[config.mk]
export PLATFORM = sky130hd
export DESIGN_NAME = mulPipe
export DESIGN_NICKNAME = d
export VERILOG_FILES = /design/src/coreTypesPkg.sv /design/src/cdbPkg.sv /design/src/mulPipe.sv
export SDC_FILE = /design/constraint.sdc
export NUM_CORES = 1
export LEC_CHECK = 0
export ABC_AREA = 1
export CORE_ASPECT_RATIO = 0.8
export CORE_MARGIN = 2
export CORE_UTILIZATION = 30
export DETAILED_ROUTE_END_ITERATION = 6
export DONT_BUFFER_PORTS = 1
export PLACE_DENSITY_LB_ADDON = 0.15
export SYNTH_ARGS = -nofsm -noshare
export SYNTH_HDL_FRONTEND = slang
export SYNTH_SLANG_ARGS = --single-unit
[constraint.sdc]
create_clock -name clk -period 8.35 [get_ports clk]
set_clock_uncertainty 0.15 [all_clocks]
set_input_delay 2.505 -clock clk [delete_from_list [all_inputs] [get_ports clk]]
set_output_delay 2.505 -clock clk [all_outputs]
set_load 0.05 [all_outputs]
[src/coreTypesPkg.sv]
`default_nettype none

package coreTypesPkg;

    localparam int dataWidth = 32;
    localparam int tagWidth = 4;

    typedef enum logic [3:0] {
        opAdd,
        opSub,
        opAnd,
        opOr,
        opXor,
        opSlt,
        opAddi,
        opAuipc,
        opMul
    } opT;

    typedef enum logic {
        unitAlu,
        unitMul
    } unitT;

    // operand still waiting on a producer tag
    typedef struct packed {
        logic [dataWidth-tagWidth-1:0] pad;
        logic [tagWidth-1:0]           tag;
    } tagWaitT;

    // ready bit next to it picks the view
    typedef union packed {
        logic [dataWidth-1:0] value;
        tagWaitT              pending;
    } operandU;

    typedef struct packed {
        logic    ready;
        operandU word;
    } operandT;

    typedef struct packed {
        opT                   op;
        unitT                 unit;
        logic [tagWidth-1:0]  dest;
        operandT              src1;
        operandT              src2;
        logic [dataWidth-1:0] imm;
        logic [dataWidth-1:0] pc;
    } issueT;

    typedef struct packed {
        opT                   op;
        logic [tagWidth-1:0]  dest;
        logic [dataWidth-1:0] val1;
        logic [dataWidth-1:0] val2;
        logic [dataWidth-1:0] imm;
        logic [dataWidth-1:0] pc;
    } dispatchT;

endpackage

`default_nettype wire

[src/cdbPkg.sv]
`default_nettype none

package cdbPkg;

    import coreTypesPkg::*;

    // index 0 is the alu, index 1 the multiplier
    localparam int numRequesters = 2;
    localparam int grantPtrWidth = $clog2(numRequesters);

    typedef struct packed {
        logic                 valid;
        logic [tagWidth-1:0]  tag;
        logic [dataWidth-1:0] data;
    } cdbT;

endpackage

`default_nettype wire

[src/mulPipe.sv]
`timescale 1ns/1ns
`default_nettype none

module mulPipe
    import coreTypesPkg::*;
    import cdbPkg::*;
(
    input  wire logic     clk,
    input  wire logic     arstN,
    input  wire logic     flush,
    input  wire logic     dispatchValid,
    input  wire dispatchT dispatch,
    input  wire logic     grant,
    output logic          busy,
    output logic          req,
    output cdbT           result
);

    // low half of multiplier done in stage one
    typedef struct packed {
        logic [tagWidth-1:0]        tag;
        logic [dataWidth-1:0]       pp;
        logic [dataWidth-1:0]       a;
        logic [dataWidth/2-1:0]     bHi;
    } stageOneT;

    typedef struct packed {
        logic [tagWidth-1:0]  tag;
        logic [dataWidth-1:0] pp;
    } stageT;

    logic [2:0] stageValid;
    stageOneT   s1;
    stageT      s2;
    stageT      s3;
    logic       stall;

    assign stall = stageValid[2] && !grant;
    assign busy = stall;
    assign req = stageValid[2];
    assign result = '{valid: stageValid[2], tag: s3.tag, data: s3.pp};

    always_ff @(posedge clk or negedge arstN) begin
        if (!arstN) begin
            stageValid <= '0;
        end else if (flush) begin
            stageValid <= '0;
        end else if (!stall) begin
            stageValid <= {stageValid[1:0], dispatchValid};
        end
    end

    always_ff @(posedge clk) begin
        if (!stall) begin
            s1.tag <= dispatch.dest;
            s1.pp <= dispatch.val1 * dataWidth'(dispatch.val2[dataWidth/2-1:0]);
            s1.a <= dispatch.val1;
            s1.bHi <= dispatch.val2[dataWidth-1:dataWidth/2];
            // upper half only reaches the low word shifted up
            s2.tag <= s1.tag;
            s2.pp <= s1.pp + ((s1.a * dataWidth'(s1.bHi)) << (dataWidth / 2));
            s3 <= s2;
        end
    end

endmodule

`default_nettype wire

==> reports/results.ini <==
[global_routing]
grt_overflow=0
grt_pass1_vias=15930
grt.total_usage_pct=15.95
grt_max_degree=93
grt_pass1_wl_mm=90.51
antenna_found_initial=0

[critical_path]
cp_data_arrival_time_ns=7.49
worstPathMaxFanout=17
r2r_slack_ns=1.26
cp-start-kind=input pin
critical_path_class=input pin to flop
critPathCaptureType=flop
worstPathRequired_ns=8.38

[logic_synthesis]
postSynthCellCount=2496
synth_nets=3152
synth-main-ff-cell=edfxtp_1
syn_avg_cell_area_sq_um=8.566
synth_seq_cells=143
seq_area_frac_synth_pct=20.01
yosys_warnings=0
netlist_area_sq_um=21380
async_flop_share_pct=2.098
ys_types=50
synth_edf_count=140

[min_path]
hold_path_class=flop to flop

[sta]
fin_tns_setup_ns=0
final.min_clock_period_ns=7.466
max_freq_mhz=133.9
max-slew-margin-rel_pct=40.82
slew_viol_final=0
setup_viol=0
hold_violations=0
tightest_slew_ns=0.8877
rsz0062_at_grt=no
fin_crit_sh_pct=89.41

[routing]
drt-pass1-iter-count=5
vias=14740
ant_nets=0
initialDrtViolationCount=743
wl_per_cell_microns=16.76
vias_per_cell=4.384
drc=0
drt-total-wl_mm=56.33

[clocking]
cts_tree=yes
insertion_delay_ns=0.45
cts_buffers=17
root_buffer=clkbuf_16
cts.htree.levels=4
ctsHoldBuffers=0
clkSinkCount=143
clkTransAtPathRegs_ns=0.07
clockBufferDepth=2
cts_resized=0
post_cts_buffers=0

[final_layout]
final_nets=3070
fin_area_sq_um=22760
layout-drive-gt1-share_pct=2.555
final_common_cell=inv_1
final_cell_mix=inv_1 (741), nand2_1 (696), fa_1 (385)
n_antenna_cell=0
final_core_util_pct=32.27
instances_no_fill=3361
syn_to_final_growth_pct=6.467

[floorplan]
coreArea_sq_um=70540
die_area_sq_um=73430
start_util_pct=30.31
top_level_ports=180
die-width_microns=302.5
die_h_microns=242.8
rows=87

[placed_design]
dp_hpwl_mm=44.29
gp_congestion=0.8596
placed_area_sq_um=22140
portBuffers=0
dp_cells=3329

[outcome]
outcome=finished, final reports clean

[job]
max-cap-violations=0

[routing by layer]
metal | routed length, microns | global-route usage, % | up-vias
met1 | 27750 | 23.35 | 7398
met2 | 25470 | 25.35 | 318
met4 | 609 | 2.854 | 0
met5 | 0 | 0 | -
met3 | 2496 | 2.086 | 44
li1 | - | - | 6976
[synthesized netlist by cell type, types with 2 or more instances]
| cell | n | share of area (%) |
|---|---|---|
| nand2_2 | 3 | 0.088 |
| inv_1 | 742 | 13 |
| nand4_1 | 8 | 0.23 |
| buf_4 | 9 | 0.32 |
| nand2_1 | 696 | 12 |
| nor2_1 | 34 | 0.60 |
| nand3_2 | 2 | 0.094 |
| o21a_1 | 3 | 0.11 |
| a21o_1 | 4 | 0.14 |
| a21oi_2 | 2 | 0.082 |
| buf_1 | 7 | 0.12 |
| edfxtp_1 | 140 | 20 |
| nor4_1 | 2 | 0.059 |
| o21bai_1 | 5 | 0.18 |
| nand3_1 | 41 | 0.96 |
| nor2_2 | 2 | 0.059 |
| o21ai_2 | 3 | 0.12 |
| clkbuf_1 | 79 | 1.4 |
| dfrtp_1 | 3 | 0.35 |
| o21ai_0 | 22 | 0.52 |
| a211oi_1 | 3 | 0.11 |
| nand3b_1 | 5 | 0.18 |
| fa_1 | 385 | 36 |
| a31oi_1 | 3 | 0.088 |
| xnor2_1 | 30 | 1.2 |
| a21oi_1 | 50 | 1.2 |
| o211ai_2 | 2 | 0.12 |
| xnor2_2 | 2 | 0.15 |
| o21ai_1 | 2 | 0.047 |
| nor3_1 | 4 | 0.094 |
| xor2_1 | 47 | 1.9 |
| ha_1 | 130 | 7.6 |
| buf_2 | 9 | 0.21 |
[stage by stage]
step / setup WS [ns] / hold slack (ns)
after floorplan: 0.2647 / 0.2503
after global placement: 0.4587 / 0.2511
after detailed placement: 0.4502 / 0.2545
after CTS: 0.9336 / 0.2615
after global routing: 0.5943 / 0.2716
final: 0.8841 / 0.2596
[layout make-up]
class	count	area, sq um
fill	7485	47770
multi-input combinational	1504	13860
inverter	743	2794
timing repair buffer	5	37.54
sequential	143	4279
clock inverter	15	197.7
tap	934	1169
clock buffer	17	425.4
[worst max-delay path: stages]
cell and delay (ns):
nand2_1 0.06, fa_1 0.54, inv_1 0.05, fa_1 0.53
inv_1 0.05, fa_1 0.51, inv_1 0.07, fa_1 0.49
fa_1 0.49, inv_1 0.05, fa_1 0.47, inv_1 0.04
ha_1 0.38, nand2_1 0.14, nor2_1 0.11, inv_1 0.06
nor2_1 0.18, nand4_1 0.13, nand3b_1 0.23, nand2_1 0.08
nand2_1 0.10, a21oi_1 0.08, xnor2_1 0.13
[sequential cells by signal, indices dropped and copies added, names as in the netlist]
name	cells
result	36
s1	68
s2	36
stageValid	3
[final timing paths]
check | startpoint | endpoint | depth (start not counted)
worst max-delay path | dispatch[111] | s1[74] | 23
worst min register to register | s2[27] | result[27] | 0
min in group asynchronous | arstN | stageValid[0] | 0
max in group asynchronous | arstN | stageValid[0] | 0
worst min-delay path | s2[27] | result[27] | 0
worst max register to register | s1[1] | s2[31] | 34
[cells by family (layout without fill, tap and decap cells)]
family / count (synthesis) / after routing / synth area share (%)
buf+inv: 849 / 780 / 15.16
flops: 143 / 143 / 20.01
fa+ha+maj: 515 / 515 / 43.66
xor+xnor: 80 / 80 / 3.382
simple gates: 800 / 800 / 14.69
compound gates: 109 / 109 / 3.102
Power is not shown: default switching activity piles up to over one toggle a cycle in this logic, so the estimate is an artifact.
