--- src/coreTypesPkg.sv ---
`default_nettype none

package coreTypesPkg;

    localparam int dataWidth = 32;
    localparam int tagWidth = 4;

    typedef enum logic [3:0] {
        opAdd,
        opSub,
        opAnd,
        opOr,
        opXor,
        opSlt,
        opAddi,
        opAuipc,
        opMul
    } opT;

    typedef enum logic {
        unitAlu,
        unitMul
    } unitT;

    // operand still waiting on a producer tag
    typedef struct packed {
        logic [dataWidth-tagWidth-1:0] pad;
        logic [tagWidth-1:0]           tag;
    } tagWaitT;

    // ready bit next to it picks the view
    typedef union packed {
        logic [dataWidth-1:0] value;
        tagWaitT              pending;
    } operandU;

    typedef struct packed {
        logic    ready;
        operandU word;
    } operandT;

    typedef struct packed {
        opT                   op;
        unitT                 unit;
        logic [tagWidth-1:0]  dest;
        operandT              src1;
        operandT              src2;
        logic [dataWidth-1:0] imm;
        logic [dataWidth-1:0] pc;
    } issueT;

    typedef struct packed {
        opT                   op;
        logic [tagWidth-1:0]  dest;
        logic [dataWidth-1:0] val1;
        logic [dataWidth-1:0] val2;
        logic [dataWidth-1:0] imm;
        logic [dataWidth-1:0] pc;
    } dispatchT;

endpackage

`default_nettype wire

--- src/cdbPkg.sv ---
`default_nettype none

package cdbPkg;

    import coreTypesPkg::*;

    // index 0 is the alu, index 1 the multiplier
    localparam int numRequesters = 2;
    localparam int grantPtrWidth = $clog2(numRequesters);

    typedef struct packed {
        logic                 valid;
        logic [tagWidth-1:0]  tag;
        logic [dataWidth-1:0] data;
    } cdbT;

endpackage

`default_nettype wire

--- src/reservationStation.sv ---
`timescale 1ns/1ns
`default_nettype none

module reservationStation
    import coreTypesPkg::*;
    import cdbPkg::*;
#(
    parameter int   depth    = 4,
    parameter unitT unitKind = unitAlu
) (
    input  wire logic     clk,
    input  wire logic     arstN,
    input  wire logic     flush,
    input  wire logic     issueValid,
    input  wire issueT    issue,
    input  wire cdbT      cdb,
    input  wire logic     unitBusy,
    output logic          full,
    output logic          dispatchValid,
    output dispatchT      dispatch
);

    logic [depth-1:0] busy;
    issueT            entries [depth];

    logic             freeFound;
    int unsigned      freeIdx;
    logic             selFound;
    int unsigned      selIdx;
    logic             acceptIssue;
    operandT          issueSrc1;
    operandT          issueSrc2;

    // capture a broadcast value if the tag matches
    function automatic operandT wake(operandT op, cdbT bus);
        operandT res;
        res = op;
        if (!op.ready && bus.valid && op.word.pending.tag == bus.tag) begin
            res.ready = 1'b1;
            res.word.value = bus.data;
        end
        return res;
    endfunction

    // lowest free slot and lowest ready slot
    always_comb begin
        freeFound = 1'b0;
        freeIdx = 0;
        selFound = 1'b0;
        selIdx = 0;
        for (int i = depth - 1; i >= 0; i--) begin
            if (!busy[i]) begin
                freeFound = 1'b1;
                freeIdx = i;
            end
            if (busy[i] && entries[i].src1.ready && entries[i].src2.ready) begin
                selFound = 1'b1;
                selIdx = i;
            end
        end
    end

    assign full = &busy;
    assign acceptIssue = issueValid && (issue.unit == unitKind) && freeFound;
    assign issueSrc1 = wake(issue.src1, cdb);
    assign issueSrc2 = wake(issue.src2, cdb);

    always_ff @(posedge clk or negedge arstN) begin
        if (!arstN) begin
            busy <= '0;
            dispatchValid <= 1'b0;
        end else if (flush) begin
            busy <= '0;
            dispatchValid <= 1'b0;
        end else begin
            // dispatch register holds while the unit is stalled
            if (!unitBusy) begin
                dispatchValid <= selFound;
                if (selFound) begin
                    busy[selIdx] <= 1'b0;
                end
            end
            if (acceptIssue) begin
                busy[freeIdx] <= 1'b1;
            end
        end
    end

    always_ff @(posedge clk) begin
        for (int i = 0; i < depth; i++) begin
            if (busy[i]) begin
                entries[i].src1 <= wake(entries[i].src1, cdb);
                entries[i].src2 <= wake(entries[i].src2, cdb);
            end
        end
        if (acceptIssue) begin
            entries[freeIdx] <= issue;
            entries[freeIdx].src1 <= issueSrc1;
            entries[freeIdx].src2 <= issueSrc2;
        end
        if (!unitBusy && selFound) begin
            dispatch.op <= entries[selIdx].op;
            dispatch.dest <= entries[selIdx].dest;
            dispatch.val1 <= entries[selIdx].src1.word.value;
            dispatch.val2 <= entries[selIdx].src2.word.value;
            dispatch.imm <= entries[selIdx].imm;
            dispatch.pc <= entries[selIdx].pc;
        end
    end

endmodule

`default_nettype wire

--- config.mk ---
export PLATFORM = sky130hd
export DESIGN_NAME = reservationStation
export DESIGN_NICKNAME = d
export VERILOG_FILES = /design/src/coreTypesPkg.sv /design/src/cdbPkg.sv /design/src/reservationStation.sv
export SDC_FILE = /design/constraint.sdc
export NUM_CORES = 1
export LEC_CHECK = 0
export BUFFER_PORTS_ARGS = -buffer_cell sky130_fd_sc_hd__buf_4
export CORE_MARGIN = 4
export CORE_UTILIZATION = 57
export DETAILED_ROUTE_END_ITERATION = 7
export GPL_ROUTABILITY_DRIVEN = 0
export PLACE_DENSITY = 0.89
export SYNTH_ARGS = -nofsm -noshare
export SYNTH_HDL_FRONTEND = slang
export SYNTH_SLANG_ARGS = --single-unit
--- constraint.sdc ---
create_clock -name clk -period 8.45 [get_ports clk]
set_clock_uncertainty 0.15 [all_clocks]
set_input_delay 1.2675 -clock clk [delete_from_list [all_inputs] [get_ports clk]]
set_output_delay 1.2675 -clock clk [all_outputs]
set_load 0.01 [all_outputs]
==> results.md <==
- Num rows: just over 80
- CTS tree: built
- Cell repeated most along the worst path: buf_4
- Fmax: between 0.2 and 0.25 GHz
- Post-synth EDFFs: 688
- Htree depth: 3
- IO Port Bufs: ~320
- R2r endpoint: entries[3][123]
- R2r setup slk: 4550 ps
- CP Max Fanout: 59
- Largest net degree at the start of global routing: roughly 140
- Pwr Total: around 7.4 mW
- Vias in the first global route: a little under 20k
- Synthesized area: 29100 sq um
- Internal: around 6 mW
- Final Setup Violations: 0
- Post-Synthesis Cells: approximately 1.9k
- Net Sw Power: around 1.5 mW
- Share of layout cells above drive strength 1: 29.4%
- Routed WL: ~77 mm
- DR WL met2: just under 40 mm
- Vias after detailed routing: ~19k
- Fraction of registers with async set/reset: less than 1%
- Synth Register Bits: about 700
- CTS clock-pin slew for the worst setup and hold paths: 60 ps
- Synth Flop Type: edfxtp_1
- Initial Utilization: just under 60%
- Pwr/cell area: about 220 nW/um^2
- Die width: 234 microns
- Max-Slew Margin vs Limit: between 20% and 30%
- Comb pwr share: 5.5%
- Postcts setup bufs: 0
- Critical path required time: about 8700 ps
- Yosys warns: 0
- Hold WC Path Type: in2async
- Critical Setup Path Class: in2reg
- Fin crit period: 4250 ps
- Critical-path top delay cell: or3_2
- Fin nets: 2334
- Final hold violation count: 0
- Total GRT Usage: 27.4%
- Drt drc: 0
- Antenna Nets Post-Route: 0
- Commonest non-fill, non-tap cell in the layout: edfxtp_1
- Post-Route Setup TNS: 0 ps
- Status: finished, final reports clean
- Root buffer cell: clkbuf_16
- Worst vdd ir: about 0.17 mV
- I/O pin count: ~320
- Fillers: around 3.2k
- DR pass1 iterations: 6
- Skew-Pair Late Insertion Delay: approximately 600 ps
- Distinct cell type count after synthesis: 44
- Worst r2r src: busy[0]
- Mapped Nets: around 2.1k
- Worst slew pin tran: 1160 ps
- Hold_buf cts: 0
- Final slew viol count: 0
- DP Wirelength: between 40 and 50 mm
- Met3 WL post-DR: 8.87 mm
- Initial antenna violation count: 6
- CORE AREA: approximately 50000 sq um
- DRT iter0 DRCs: roughly 2.5k
- Num CTS Buffers: 70
- RSZ-0062 raised after global routing: no
- Global-route wire length before repair: 114 mm
- Crit path DAT: around 4500 ps
- Top sig layer: met5
- Worst Setup Start Kind: input port
- R2R depth: 6
- Part of the cycle the worst path needs: slightly above 50%
- Clk pwr share: 42.1%
- FF/Latch Area: 20800 sq um
- Post-cts sizing count: 0
- Power share of the sequential group: 52.4%
- Clock buffer depth: 3
- Sw frac: ~21%
- CP cell instances: buf_4, nand3b_1, or3_2, inv_4, buf_4, nand2_1, o211ai_1
- Drt via density: between 6 and 7
- Max-cap violations: 0
- Die ar.: between 50000 and 60000 sq um
- Leak: ~12 nW
- Sequential element share of the synthesized area: a little under three quarters
- CP peak stage delay: 930 ps
- Area grow syn2layout: 17.7%
- Mean Syn Cell Area: between 15 and 20 sq um
- Gr ovfl total: 0
- Met1 wire length: 26.9 mm
- Die Y: ~230 microns
- Routed length per instance: between 20 and 30 microns
- Endpoint class of the critical path: register
- Multi-input gate area: 7630 sq um
- Clock Sink Count: just under 700
- Commonest cells after routing, fill and taps aside: edfxtp_1, buf_4, a22oi_1
## layer usage
layer / global-route usage, % / vias to the layer above
li1: - / 8006
met1: 35.0 / 9279
met2: 45.8 / 1379
met4: 11.5 / 10
met5: 0 / -
met3: 6.29 / 210
## power by group through the flow
stage	clock network, mW	registers (mW)	logic (mW)
floorplan	0	3.94	0.211
global placement	0	3.93	0.374
detailed placement	0	3.94	0.394
CTS	3.13	3.87	0.399
global route	3.28	3.87	0.429
finish	3.11	3.86	0.404
## how the worst max path moves through the flow
stage / from / end / slack (ps)
6_report: issue[134] / entries[3][123] / 4200
5_1_grt: issue[134] / entries[3][123] / 4120
4_1_cts: issue[134] / entries[3][123] / 4300
3_5_place_dp: issue[134] / entries[3][123] / 3670
3_3_place_gp: issue[134] / entries[3][117] / 3780
2_1_floorplan: unitBusy / dispatchValid / 620
## metrics by stage
| step | worst slack (ps) | instances | area (sq um) | util (%) | hold slack (ps) |
|---|---|---|---|---|---|
| 5_1_grt | 4120 | 2873 | 34200 | 68.1 | 297 |
| 3_5_place_dp | 3670 | 2753 | 32000 | 63.6 | 384 |
| 4_1_cts | 4300 | 2873 | 34200 | 68.1 | 284 |
| 3_3_place_gp | 3780 | 2753 | 32000 | 63.6 | 374 |
| 6_report | 4200 | 2875 | 34200 | 68.1 | 320 |
| 2_1_floorplan | 619 | 1901 | 29100 | - | 370 |
## flip-flops by register name, summed over array words and instances (netlist names)
name	count
busy	4
dispatch	136
dispatchValid	1
entries	552
## synth_stat cells (all sizes together), types with 8 or more instances
cell / instances / area, sq um
xor2: 12 / 105
buf: 80 / 447
o41ai: 8 / 70.1
or3: 9 / 56.3
mux2: 160 / 2050
nand2: 193 / 724
inv: 8 / 30.0
and2: 35 / 219
a22oi: 272 / 2040
o21ai: 137 / 686
nand3: 11 / 55.1
o211ai: 90 / 676
clkbuf: 93 / 349
xnor2: 25 / 219
edfxtp: 688 / 20700
nand4: 32 / 200
## layout make-up
cell class | instances | area share, %
clock inverter | 34 | 1.08
inverter | 8 | 0.113
timing repair buffer | 353 | 7.77
multi-input combinational | 1027 | 22.3
clock buffer | 86 | 5.60
sequential | 693 | 60.7
tap | 672 | 2.46
antenna | 2 | 0.0146
## worst max-delay path: cells and delay by family
kind | cells | cell delay, ps
AOI/OAI and AO/OA | 1 | 240
and+or+nand+nor | 3 | 1320
buffers and inverters | 3 | 1640
## kinds of logic after synthesis
group / synth area share (%)
buffers and inverters: 2.84
muxes: 7.05
AOI/OAI and AO/OA: 12.7
DFF: 71.4
xor gates and xnor gates: 1.11
and+or+nand+nor: 4.88
Power figures use the tool's default switching activity.
