===== src/coreTypesPkg.sv =====
`default_nettype none

package coreTypesPkg;

    localparam int dataWidth = 32;
    localparam int tagWidth = 4;

    typedef enum logic [3:0] {
        opAdd,
        opSub,
        opAnd,
        opOr,
        opXor,
        opSlt,
        opAddi,
        opAuipc,
        opMul
    } opT;

    typedef enum logic {
        unitAlu,
        unitMul
    } unitT;

    // operand still waiting on a producer tag
    typedef struct packed {
        logic [dataWidth-tagWidth-1:0] pad;
        logic [tagWidth-1:0]           tag;
    } tagWaitT;

    // ready bit next to it picks the view
    typedef union packed {
        logic [dataWidth-1:0] value;
        tagWaitT              pending;
    } operandU;

    typedef struct packed {
        logic    ready;
        operandU word;
    } operandT;

    typedef struct packed {
        opT                   op;
        unitT                 unit;
        logic [tagWidth-1:0]  dest;
        operandT              src1;
        operandT              src2;
        logic [dataWidth-1:0] imm;
        logic [dataWidth-1:0] pc;
    } issueT;

    typedef struct packed {
        opT                   op;
        logic [tagWidth-1:0]  dest;
        logic [dataWidth-1:0] val1;
        logic [dataWidth-1:0] val2;
        logic [dataWidth-1:0] imm;
        logic [dataWidth-1:0] pc;
    } dispatchT;

endpackage

`default_nettype wire


===== src/cdbPkg.sv =====
`default_nettype none

package cdbPkg;

    import coreTypesPkg::*;

    // index 0 is the alu, index 1 the multiplier
    localparam int numRequesters = 2;
    localparam int grantPtrWidth = $clog2(numRequesters);

    typedef struct packed {
        logic                 valid;
        logic [tagWidth-1:0]  tag;
        logic [dataWidth-1:0] data;
    } cdbT;

endpackage

`default_nettype wire


===== src/intAlu.sv =====
`timescale 1ns/1ns
`default_nettype none

module intAlu
    import coreTypesPkg::*;
    import cdbPkg::*;
(
    input  wire logic     clk,
    input  wire logic     arstN,
    input  wire logic     flush,
    input  wire logic     dispatchValid,
    input  wire dispatchT dispatch,
    input  wire logic     grant,
    output logic          busy,
    output logic          req,
    output cdbT           result
);

    logic                 holdValid;
    logic [tagWidth-1:0]  holdTag;
    logic [dataWidth-1:0] holdData;
    logic [dataWidth-1:0] aluOut;
    logic                 sltBit;

    assign sltBit = $signed(dispatch.val1) < $signed(dispatch.val2);

    always_comb begin
        case (dispatch.op)
            opAdd:   aluOut = dispatch.val1 + dispatch.val2;
            opSub:   aluOut = dispatch.val1 - dispatch.val2;
            opAnd:   aluOut = dispatch.val1 & dispatch.val2;
            opOr:    aluOut = dispatch.val1 | dispatch.val2;
            opXor:   aluOut = dispatch.val1 ^ dispatch.val2;
            opSlt:   aluOut = {{(dataWidth-1){1'b0}}, sltBit};
            opAddi:  aluOut = dispatch.val1 + dispatch.imm;
            opAuipc: aluOut = dispatch.pc + dispatch.imm;
            default: aluOut = '0;
        endcase
    end

    // stalled while the held result waits for the bus
    assign busy = holdValid && !grant;
    assign req = holdValid;
    assign result = '{valid: holdValid, tag: holdTag, data: holdData};

    always_ff @(posedge clk or negedge arstN) begin
        if (!arstN) begin
            holdValid <= 1'b0;
        end else if (flush) begin
            holdValid <= 1'b0;
        end else if (!busy) begin
            holdValid <= dispatchValid;
        end
    end

    always_ff @(posedge clk) begin
        if (!busy && dispatchValid) begin
            holdTag <= dispatch.dest;
            holdData <= aluOut;
        end
    end

endmodule

`default_nettype wire


===== config.mk =====
export PLATFORM = sky130hd
export DESIGN_NAME = intAlu
export DESIGN_NICKNAME = d
export VERILOG_FILES = /design/src/coreTypesPkg.sv /design/src/cdbPkg.sv /design/src/intAlu.sv
export SDC_FILE = /design/constraint.sdc
export NUM_CORES = 1
export LEC_CHECK = 0
export BUFFER_PORTS_ARGS = -buffer_cell sky130_fd_sc_hd__buf_2
export CORE_MARGIN = 4
export CORE_UTILIZATION = 45
export DETAILED_ROUTE_END_ITERATION = 10
export PLACE_DENSITY = 0.76
export REMOVE_ABC_BUFFERS = 1
export SYNTH_ARGS = -nofsm -noshare
export SYNTH_HDL_FRONTEND = slang
export SYNTH_SLANG_ARGS = --single-unit

===== constraint.sdc =====
create_clock -name clk -period 2.8 [get_ports clk]
set_input_delay 0 -clock clk [delete_from_list [all_inputs] [get_ports clk]]
set_output_delay 0 -clock clk [all_outputs]
set_load 0.03 [all_outputs]

==> metrics.md, run 1 <==
| Metric | Value |
|---|---|
| Ys async rst share | 0.0270 |
| Largest net degree at the start of global routing | 39 |
| Worst Tran Pin Value | 1.12 ns |
| Failing checks | setup timing |
| VDD IR max | 0.241 mV |
| Io pins | 180 |
| Crit-path cells | buf_6 > nor2b_4 > and2_4 > nand2_8 > buf_12 > mux2_4 > ha_4 > buf_4 > nand2_2 > o21ai_2 > nor3_2 > a21oi_4 > a31oi_4 > o21a_1 > o221ai_4 > o311a_1 > o21ai_1 > a21oi_1 > or4b_1 |
| RSZ-0062 raised after global routing | yes |
| Max_slew headroom | 0.253 |
| Pre-CTS WS | -1.50 ns |
| Ys flop type | edfxtp_1 |
| Final worst-path cycle share | 1.22 |
| Startpoint types | input port |
| Max Cap Viol | 0 |
| Clock Power Share | 0.184 |
| Final Total Pwr | 4.01 mW |
| P per Cell Area | 320 mW/mm² |
| Clock skew | 0.0137 ns |
| P_int | 2.31 mW |
| Root Driver | clkbuf_16 |
| Syn-to-layout area delta | 52.3% |
| # DRC | 0 |
| Comb pwr share | 0.644 |
| CP max FO | 8 |
| Post-layout nets | 1789 |
| First-pass GRT wire length | 48800 µm |
| Initial antenna violation count | 0 |
| Drt initial violations | 1142 |
| Final hold slack | 0.269 ns |
| Remaining antenna violation count | 0 |
| Mapped Avg Cell Area | 7.70 µm² |
| Slowest stage delay, CP | 0.48 ns |
| Gr busiest metal | met2 |
| Hold Path Class | input port to flip-flop |
| DR vias | 10200 |
| DP Wirelength | 23200 µm |
| CTS Buf Count | 5 |
| Hold Path Depth | 4 |
| Die ar. | 0.0205 mm² |
| Fin crit period | 3.41 ns |
| Routed Wire Length | 32400 µm |
| Grt total ovfl | 0 |
| Height of the die | 143 µm |
| Element type at the critical path end | flip-flop |
| CTS tree | yes |
| Worst reg2reg path depth | 3 |
| Worst path required time | 2.85 ns |
| Worst Path Class, Setup | input port to flip-flop |
| Cell variety after synth | 77 |
| Fin. max-slew vios | 0 |
| Finished Core Util | 0.697 |
| Sw frac | 0.423 |
| GRT Overall Usage | 0.294 |
| Fmax | 293 MHz |
| Clk sinks | 37 |
| GR Util met3 | 0.0419 |
| Final GP Congestion | 0.957 |
| Slowest cell on crit path | or4b_1 |
| EDFF count, synth | 36 |
| Switch Pwr | 1.70 mW |
| Clk slew on worst S/H paths | 0.08 ns |
| Final setup margin | -0.609 ns |
| Worst path arrival time | 3.46 ns |
| Setup-failing EPs final | 15 |
| Ys Warns | 0 |
| Std cell rows | 49 |
| Post-synthesis sequential area ratio | 0.135 |
| P_leak | 6.06 nW |
| Inserted Diodes | 0 |
| Synthesized netlist cell count | 1067 |
| Synth Cell Area | 0.00822 mm² |
| Htree depth | 2 |
| Floorplan core area | 0.0180 mm² |
| Status | finished, violations left |
| Worst-Skew Late Latency | 0.32 ns |
| Die Wd | 143 µm |
| Via density | 5.86 |
| GR Util met1 | 0.359 |
| Synthesized flop and latch total | 37 |
| Routed len/inst | 18.7 µm |
| Number of global-route vias before repair | 9996 |
| Sequential share of power | 0.172 |
| Final Hold Fails | 0 |
| Clock tree buffer depth | 2 |
| First-pass DRT Iterations | 6 |
| Share of cells above drive strength 1 | 0.425 |
| Met2 Use GR | 0.521 |
| I/O Buffers | 179 |
| Initial Util | 0.457 |
[through the flow]
step | cell area, µm² | instances | setup TNS, ns
final | 12500 | 1734 | -4.69
after global routing | 12500 | 1734 | -6.72
after CTS | 12100 | 1720 | -3.85
after detailed placement | 11100 | 1685 | -19.62
after global placement | 11100 | 1685 | -17.00
after floorplan | 7860 | 1012 | -30.12
[final cells by class]
class,count,area (µm²)
Clock buffer,5,125
Clock inverter,3,46.3
Fill cell,1387,5450
Inverter,109,409
Multi-Input combinational cell,866,7210
Sequential cell,37,1110
Tap cell,229,287
Timing Repair Buffer,485,3330
[cells in the mapped netlist, types with 5 or more instances]
cell type	instances	area, µm²
clkbuf_1	28	105
clkbuf_8	6	82.6
o2111ai_1	8	70.1
a221oi_1	19	166
nand2b_1	6	37.5
a211oi_1	10	75.1
nand2_1	51	191
nand3_1	16	80.1
o21ai_0	45	225
xnor2_1	45	394
ha_1	141	1760
a31oi_1	12	75.1
buf_4	5	37.5
o211ai_1	13	97.6
a221o_1	6	60.1
mux2_2	31	349
o31ai_1	7	52.6
o21a_1	12	90.1
xor2_1	11	96.3
inv_1	107	402
nor4_1	11	68.8
a22oi_1	6	45.0
a21oi_1	115	576
o21ai_1	17	85.1
nor2b_1	10	62.6
nor2_1	124	465
nand4_1	11	68.8
buf_6	7	78.8
o21bai_1	12	90.1
a21o_1	13	97.6
o221ai_1	14	123
edfxtp_1	36	1080
nor3_1	22	110
mux2i_1	7	70.1
[critical path, delay by kind of cell]
family                   cells  cell delay [ns]
multiplexers                 1             0.35
adder cells (fa/ha/maj)      1             0.23
buffers and inverters        3             0.39
AO/OA/AOI/OAI                8             1.31
AND/OR/NAND/NOR              6             1.15
[flip-flops by register name, indices dropped and copies added, names as in the netlist]
register / flops
holdData: 32
req: 1
holdTag: 4
[cells by family after synthesis]
| kind of cell | after synthesis | share of synthesized area |
|---|---|---|
| adder cells (fa/ha/maj) | 144 | 0.222 |
| XOR/XNOR | 56 | 0.0597 |
| multiplexers | 38 | 0.0510 |
| AND/OR/NAND/NOR | 277 | 0.156 |
| flip-flops | 37 | 0.135 |
| AO/OA/AOI/OAI | 351 | 0.283 |
| buffers and inverters | 164 | 0.0935 |
[cell usage in the layout (no fill, tap or decap), drive strengths merged, types with 15 or more instances in the layout]
master and n:
mux2 31, buf 477, edfxtp 36, inv 109
o221ai 15, ha 141, o21ai 64, nand2 51
nor2 124, a21oi 118, a221oi 19, xnor2 45
nor3 22, nand3 16
[power by group through the flow]
| stage | combinational (mW) | clock, mW | sequential [mW] |
|---|---|---|---|
| 2_1_floorplan | 1.10 | 0 | 0.813 |
| 3_3_place_gp | 2.12 | 0 | 0.702 |
| 3_5_place_dp | 2.16 | 0 | 0.703 |
| 4_1_cts | 2.38 | 0.740 | 0.691 |
| 5_1_grt | 2.77 | 0.756 | 0.695 |
| 6_report | 2.58 | 0.736 | 0.691 |
[routing by layer]
layer,part of all wire,vias up
li1,-,4748
met1,0.39,4778
met2,0.49,526
met3,0.081,103
met4,0.040,0
met5,0,-
[final timing paths]
kind,start,to,slack [ns]
setup / recovery,dispatch[134],holdData[31],-0.61
hold / removal,dispatch[86],holdData[22],0.27
setup reg to reg,req,holdData[15],1.24
hold reg to reg,req,holdData[27],1.28
max in group asynchronous,arstN,req,2.15
min in group asynchronous,arstN,req,0.54
[timing repair]
item / 4_1_cts / 5_1_grt
gates resized for setup: 107 / 59
hold buffers: 8 / 0
setup buffers: 20 / 15
endpoints found under the setup margin: 23 / 22
hold endpoints to repair: 6 / 0
cloned: 1 / 0
pin swaps: 49 / 43
Power figures use the tool's default switching activity.
==> run 2: changes to the inputs <==
--- a/config.mk
+++ b/config.mk
@@ -5,11 +5,12 @@
 export SDC_FILE = /design/constraint.sdc
 export NUM_CORES = 1
 export LEC_CHECK = 0
+export ABC_AREA = 1
 export BUFFER_PORTS_ARGS = -buffer_cell sky130_fd_sc_hd__buf_2
 export CORE_MARGIN = 4
 export CORE_UTILIZATION = 45
 export DETAILED_ROUTE_END_ITERATION = 10
-export PLACE_DENSITY = 0.76
+export PLACE_DENSITY = 0.74
 export REMOVE_ABC_BUFFERS = 1
 export SYNTH_ARGS = -nofsm -noshare
 export SYNTH_HDL_FRONTEND = slang
==> metrics.md, run 2 <==
| Metric | Value |
|---|---|
| Hold Path Class | input port to async pin |
| Worst r2r src | req |
| Most common cell on crit path | nand2_1 |
| Crit-path cells | buf_2 > inv_1 > nand4_1 > inv_1 > buf_12 > buf_12 > o21ai_0 > ha_1 > nand2_1 > nor2_1 > inv_1 > nor2_1 > and3_1 > nand2_1 > nand2_1 > nand2_1 > nand3_1 > nand4_1 |
| First-pass DRT Iterations | 7 |
| Setup-failing EPs final | 0 |
| Final worst-path cycle share | 0.895 |
| Slowest stage delay, CP | 0.37 ns |
| Die Wd | 162 µm |
| Sw frac | 0.493 |
| CP max FO | 34 |
| Floorplan core area | 0.0235 mm² |
| Clock Power Share | 0.219 |
| Die ar. | 0.0263 mm² |
| Most frequent cells in the layout | 658 x nand2_1, 414 x inv_1, 179 x buf_2, 148 x nand3_1, 141 x ha_1 |
| Area contributors post-synth | nand2_1 23%, ha_1 16%, inv_1 15% |
| Inserted Diodes | 0 |
| Clk sinks | 37 |
| Final GP Congestion | 1.06 |
| GR Util met3 | 0.0487 |
| Most common cell in the netlist | nand2_1 |
| Hold_buf cts | 7 |
| Worst reg2reg path depth | 4 |
| DR vias | 13100 |
| Status | completed |
| CTS Buf Count | 5 |
| Met2 Use GR | 0.494 |
| GR Util met1 | 0.460 |
| Bufs and invs on worst path | 6 |
| Initial antenna violation count | 1 |
| Sequential share of power | 0.190 |
| Worst path arrival time | 2.57 ns |
| Gr busiest metal | met2 |
| Initial Util | 0.456 |
| VDD IR max | 0.223 mV |
| CTS tree | yes |
| Syn-to-layout area delta | 13.9% |
| Fin crit period | 2.51 ns |
| Drt initial violations | 1322 |
| Final Hold Fails | 0 |
| Synthesized netlist cell count | 1951 |
| Post-synth top area share | 0.231 |
| Io pins | 180 |
| Post-CTS Resized | 0 |
| Post-synthesis sequential area ratio | 0.103 |
| Share of cells above drive strength 1 | 0.130 |
| Comb pwr share | 0.591 |
| Worst R2R Setup Slack | 1.08 ns |
| Grt total ovfl | 0 |
| Via density | 5.34 |
| Cell taking the most area after synthesis | nand2_1 |
| Ys async rst share | 0.0270 |
| R2r endpoint | holdData[25] |
| Commonest non-fill, non-tap cell in the layout | nand2_1 |
| Htree depth | 2 |
| Switch Pwr | 1.83 mW |
| CP top delay family | simple AND/OR/NAND/NOR gates |
| Element type at the critical path end | flip-flop |
| Std cell rows | 56 |
| Fmax | 399 MHz |
| Root Driver | clkbuf_16 |
| Post-synth top cells | 658 x nand2_1, 414 x inv_1, 148 x nand3_1, 141 x ha_1, 135 x nor2_1 |
| DP Wirelength | 36300 µm |
| Slowest cell on crit path | ha_1 |
| Ys Warns | 0 |
| Routed len/inst | 17.7 µm |
| Synthesized flop and latch total | 37 |
| RSZ-0062 raised after global routing | no |
| Max reg flops | 32 |
| Worst path required time | 2.86 ns |
| Startpoint types | input port |
| Finished Cell Area | 0.0122 mm² |
| Number of global-route vias before repair | 12000 |
| Mapped Avg Cell Area | 5.49 µm² |
| Height of the die | 162 µm |
| Worst-Skew Late Latency | 0.32 ns |
| Synth Cell Area | 0.0107 mm² |
| Cell variety after synth | 46 |
| Largest reg by FF count | holdData |
| Max Cap Viol | 0 |
| Clock skew | 0.0195 ns |
| Final hold slack | 0.0164 ns |
| Worst Tran Pin Value | 0.600 ns |
| Post-CTS setup repair buffer count | 0 |
| Remaining antenna violation count | 0 |
| Routed Wire Length | 43300 µm |
| Worst Path Class, Setup | input port to flip-flop |
| Clk slew on worst S/H paths | 0.09 ns |
| GRT Overall Usage | 0.317 |
| Placed Area | 0.0119 mm² |
| Post-layout nets | 2409 |
| Fin. max-slew vios | 0 |
| # DRC | 0 |
| I/O Buffers | 179 |
| P_leak | 7.26 nW |
| Clock tree buffer depth | 2 |
| Largest net degree at the start of global routing | 35 |
| EDFF count, synth | 36 |
| First-pass GRT wire length | 65000 µm |
| Filler Cell Count | 2598 |
| Max_slew headroom | 0.599 |
| P per Cell Area | 303 mW/mm² |
| P_int | 1.87 mW |
| Ys flop type | edfxtp_1 |
[run 2: cell types whose count changed after synthesis, moves of 29 or more]
cell and delta:
nand3_1 +132, xnor2_1 -43, nand4_1 +29, inv_1 +307, mux2_2 -31, nand2_1 +607
[run 2: how the worst max path moves through the flow]
stage | startpoint | endpoint | slack [ns] | cells after the start
2_1_floorplan | req | holdData[0] | -0.10 | 3
3_3_place_gp | dispatch[135] | holdData[27] | 0.01 | 18
3_5_place_dp | dispatch[135] | holdData[27] | 0.01 | 18
4_1_cts | dispatch[135] | holdData[27] | 0.36 | 18
5_1_grt | dispatch[135] | holdData[27] | 0.04 | 18
6_report | dispatch[135] | holdData[27] | 0.29 | 18
[run 2: through the flow]
| stage | instances | setup TNS, ns | setup slack, ns | util | power [mW] |
|---|---|---|---|---|---|
| after floorplan | 1901 | -3.94 | -0.103 | - | 2.11 |
| after global placement | 2429 | 0 | 0.0113 | 0.508 | 2.81 |
| after detailed placement | 2429 | 0 | 0.0133 | 0.508 | 2.83 |
| after CTS | 2444 | 0 | 0.363 | 0.520 | 3.65 |
| after global routing | 2444 | 0 | 0.0367 | 0.520 | 3.95 |
| final | 2444 | 0 | 0.294 | 0.520 | 3.70 |
[run 2: layer usage]
layer  part of all wire  up-vias  wire (µm)
li1                   -     6420          -
met1               0.44     5970      19200
met2               0.43      610      18700
met3               0.10       62       4340
met4              0.025        0       1080
met5                  0        -          0
[run 2: final cells by class]
class,count,area (µm²),area share
sequential,37,1110,0.0907
multi-input combinational,1439,7680,0.629
tap,319,399,0.0327
clock buffer,5,125,0.0103
timing repair buffer,216,1230,0.101
clock inverter,3,65.1,0.00533
inverter,425,1600,0.131
[run 2: kinds of logic (layout without fill, tap and decap cells)]
family | Yosys count | count (layout) | share of synthesized area
simple gates | 1052 | 1052 | 0.417
buf+inv | 475 | 649 | 0.181
compound gates | 241 | 241 | 0.127
fa+ha+maj | 144 | 144 | 0.170
flops | 37 | 37 | 0.103
xor+xnor | 2 | 2 | 0.00164
[run 2: power groups by stage]
stage	clock network (mW)	registers, mW	logic, mW
detailed placement	0	0.712	2.12
CTS	0.815	0.702	2.14
global route	0.832	0.706	2.41
global placement	0	0.713	2.10
floorplan	0	0.807	1.30
finish	0.812	0.703	2.19
==> run 3: changes to the inputs <==
--- a/config.mk
+++ b/config.mk
@@ -11,7 +11,6 @@
 export CORE_UTILIZATION = 45
 export DETAILED_ROUTE_END_ITERATION = 10
 export PLACE_DENSITY = 0.74
-export REMOVE_ABC_BUFFERS = 1
 export SYNTH_ARGS = -nofsm -noshare
 export SYNTH_HDL_FRONTEND = slang
 export SYNTH_SLANG_ARGS = --single-unit
==> metrics.md, run 3 (same netlist as run 2, synthesis figures left out) <==
| Metric | Value |
|---|---|
| Status | completed |
| Hold Startpoint | dispatch[133] |
| Final worst-path cycle share | 0.893 |
| Clock tree buffer depth | 2 |
| DR vias | 13000 |
| P per Cell Area | 299 mW/mm² |
| Worst path required time | 2.83 ns |
| Initial Util | 0.456 |
| Placed Area | 0.0119 mm² |
| Number of global-route vias before repair | 11900 |
| Final non-filler cell total | 2447 |
| R2r endpoint | holdData[31] |
| First-pass GRT wire length | 64600 µm |
| Fmax | 400 MHz |
| Final GP Congestion | 1.02 |
| Worst path arrival time | 2.53 ns |
| Worst r2r src | req |
| Remaining antenna violation count | 0 |
| Floorplan core area | 0.0235 mm² |
| Setup crit start | dispatch[135] |
| First-pass DRT Iterations | 5 |
| Die Wd | 162 µm |
| Fin crit period | 2.50 ns |
| Grt total ovfl | 0 |
| Met2 Use GR | 0.487 |
| Clk slew on worst S/H paths | 0.07 ns |
| CTS tree | yes |
| I/O Buffers | 179 |
| Largest net degree at the start of global routing | 41 |
| Final setup margin | 0.301 ns |
| Initial antenna violation count | 2 |
| Max reg flops | 32 |
| Most common cell on crit path | nand2_1 |
| # placed instances | 2430 |
| Post-CTS setup repair buffer count | 0 |
| Worst reg2reg path depth | 4 |
| Final Total Pwr | 3.64 mW |
| Most frequent cells in the layout | 658 x nand2_1, 414 x inv_1, 179 x buf_2, 148 x nand3_1, 141 x ha_1 |
| DP Wirelength | 36900 µm |
| RSZ-0062 raised after global routing | no |
| Htree depth | 2 |
| Commonest non-fill, non-tap cell in the layout | nand2_1 |
| Worst Path Class, Setup | input port to flip-flop |
| Height of the die | 162 µm |
| Worst R2R Setup Slack | 1.24 ns |
| Drt initial violations | 1323 |
| Element type at the critical path end | flip-flop |
| Max_slew headroom | 0.573 |
| Worst Tran Pin Value | 0.640 ns |
| Final hold slack | 0.147 ns |
| Finished Cell Area | 0.0122 mm² |
| Gr busiest metal | met2 |
| # DRC | 0 |
| Via density | 5.30 |
| Slowest stage delay, CP | 0.42 ns |
| Syn-to-layout area delta | 13.8% |
| Max Cap Viol | 0 |
| Hold Path Class | input port to flip-flop |
| Root Driver | clkbuf_16 |
| Startpoint types | input port |
| Setup-failing EPs final | 0 |
| Setup TNS | 0 ns |
| Pre-CTS WS | 0.0523 ns |
| GR Util met1 | 0.460 |
| Fin. max-slew vios | 0 |
| Clk sinks | 37 |
| CP Capture Point | holdData[24] |
| Post-Syn Nets | 2236 |
| Die ar. | 0.0263 mm² |
| Std cell rows | 56 |
| Post-layout nets | 2411 |
| Routed Wire Length | 43200 µm |
| CTS Buf Count | 5 |
| Routed len/inst | 17.6 µm |
| Crit-path cells | buf_2 > inv_1 > nand4_1 > inv_1 > buf_12 > nand2_1 > o21ai_0 > ha_1 > inv_1 > fa_1 > inv_1 > nand3_1 > nand3_1 > nand2_1 > nand2_1 > nand2_1 > nand3_1 > nand2_1 > nand3_1 > nand4_1 |
| Io pins | 180 |
| Share of cells above drive strength 1 | 0.130 |
| CP max FO | 40 |
| Slowest cell on crit path | fa_1 |
| Final Hold Fails | 0 |
| GR Util met3 | 0.0492 |
| VDD IR max | 0.198 mV |
| Finished Core Util | 0.519 |
| P_leak | 7.26 nW |
| Clock skew | 0.00780 ns |
| Largest reg by FF count | holdData |
| Worst-Skew Late Latency | 0.31 ns |
| GRT Overall Usage | 0.316 |
run 3: worst max-delay path: cells and delay by family:
kind                       cells  cell delay, ns
AOI/OAI and AO/OA              1            0.09
adders and majority gates      2            0.68
buffers and inverters          6            0.69
and+or+nand+nor               11            1.05
run 3: timing repair:
item	4_1_cts	5_1_grt
hold buffers	8	0
resized for setup	0	0
setup endpoints to repair	0	0
hold endpoints to repair	6	0
run 3: routing by layer:
layer,part of all wire,vias to the layer above
li1,-,6435
met1,0.46,5889
met2,0.43,579
met3,0.092,60
met4,0.025,0
met5,0,-
run 3: power by group:
| part | total (mW) | internal, mW | switching, mW |
|---|---|---|---|
| clock network | 0.742 | 0.448 | 0.294 |
| registers | 0.699 | 0.676 | 0.0230 |
| logic | 2.20 | 0.688 | 1.51 |
| total | 3.64 | 1.81 | 1.83 |
run 3: worst min path at each step:
| stage | endpoint | slack, ns | cells after the start |
|---|---|---|---|
| after floorplan | req | -0.30 | 0 |
| after global placement | req | -0.23 | 1 |
| after detailed placement | req | -0.22 | 1 |
| after CTS | holdData[0] | 0.13 | 4 |
| after global routing | holdData[0] | 0.18 | 4 |
| final | holdData[0] | 0.15 | 4 |
run 3: area by class of cell:
type                            count  area (µm²)
Fill cell                        2519       11300
Multi-Input combinational cell   1439        7680
Inverter                          425        1600
Timing Repair Buffer              218        1230
Sequential cell                    37        1110
Tap cell                          319         399
Clock buffer                        7         143
Clock inverter                      1        30.0
Antenna cell                        1        2.50
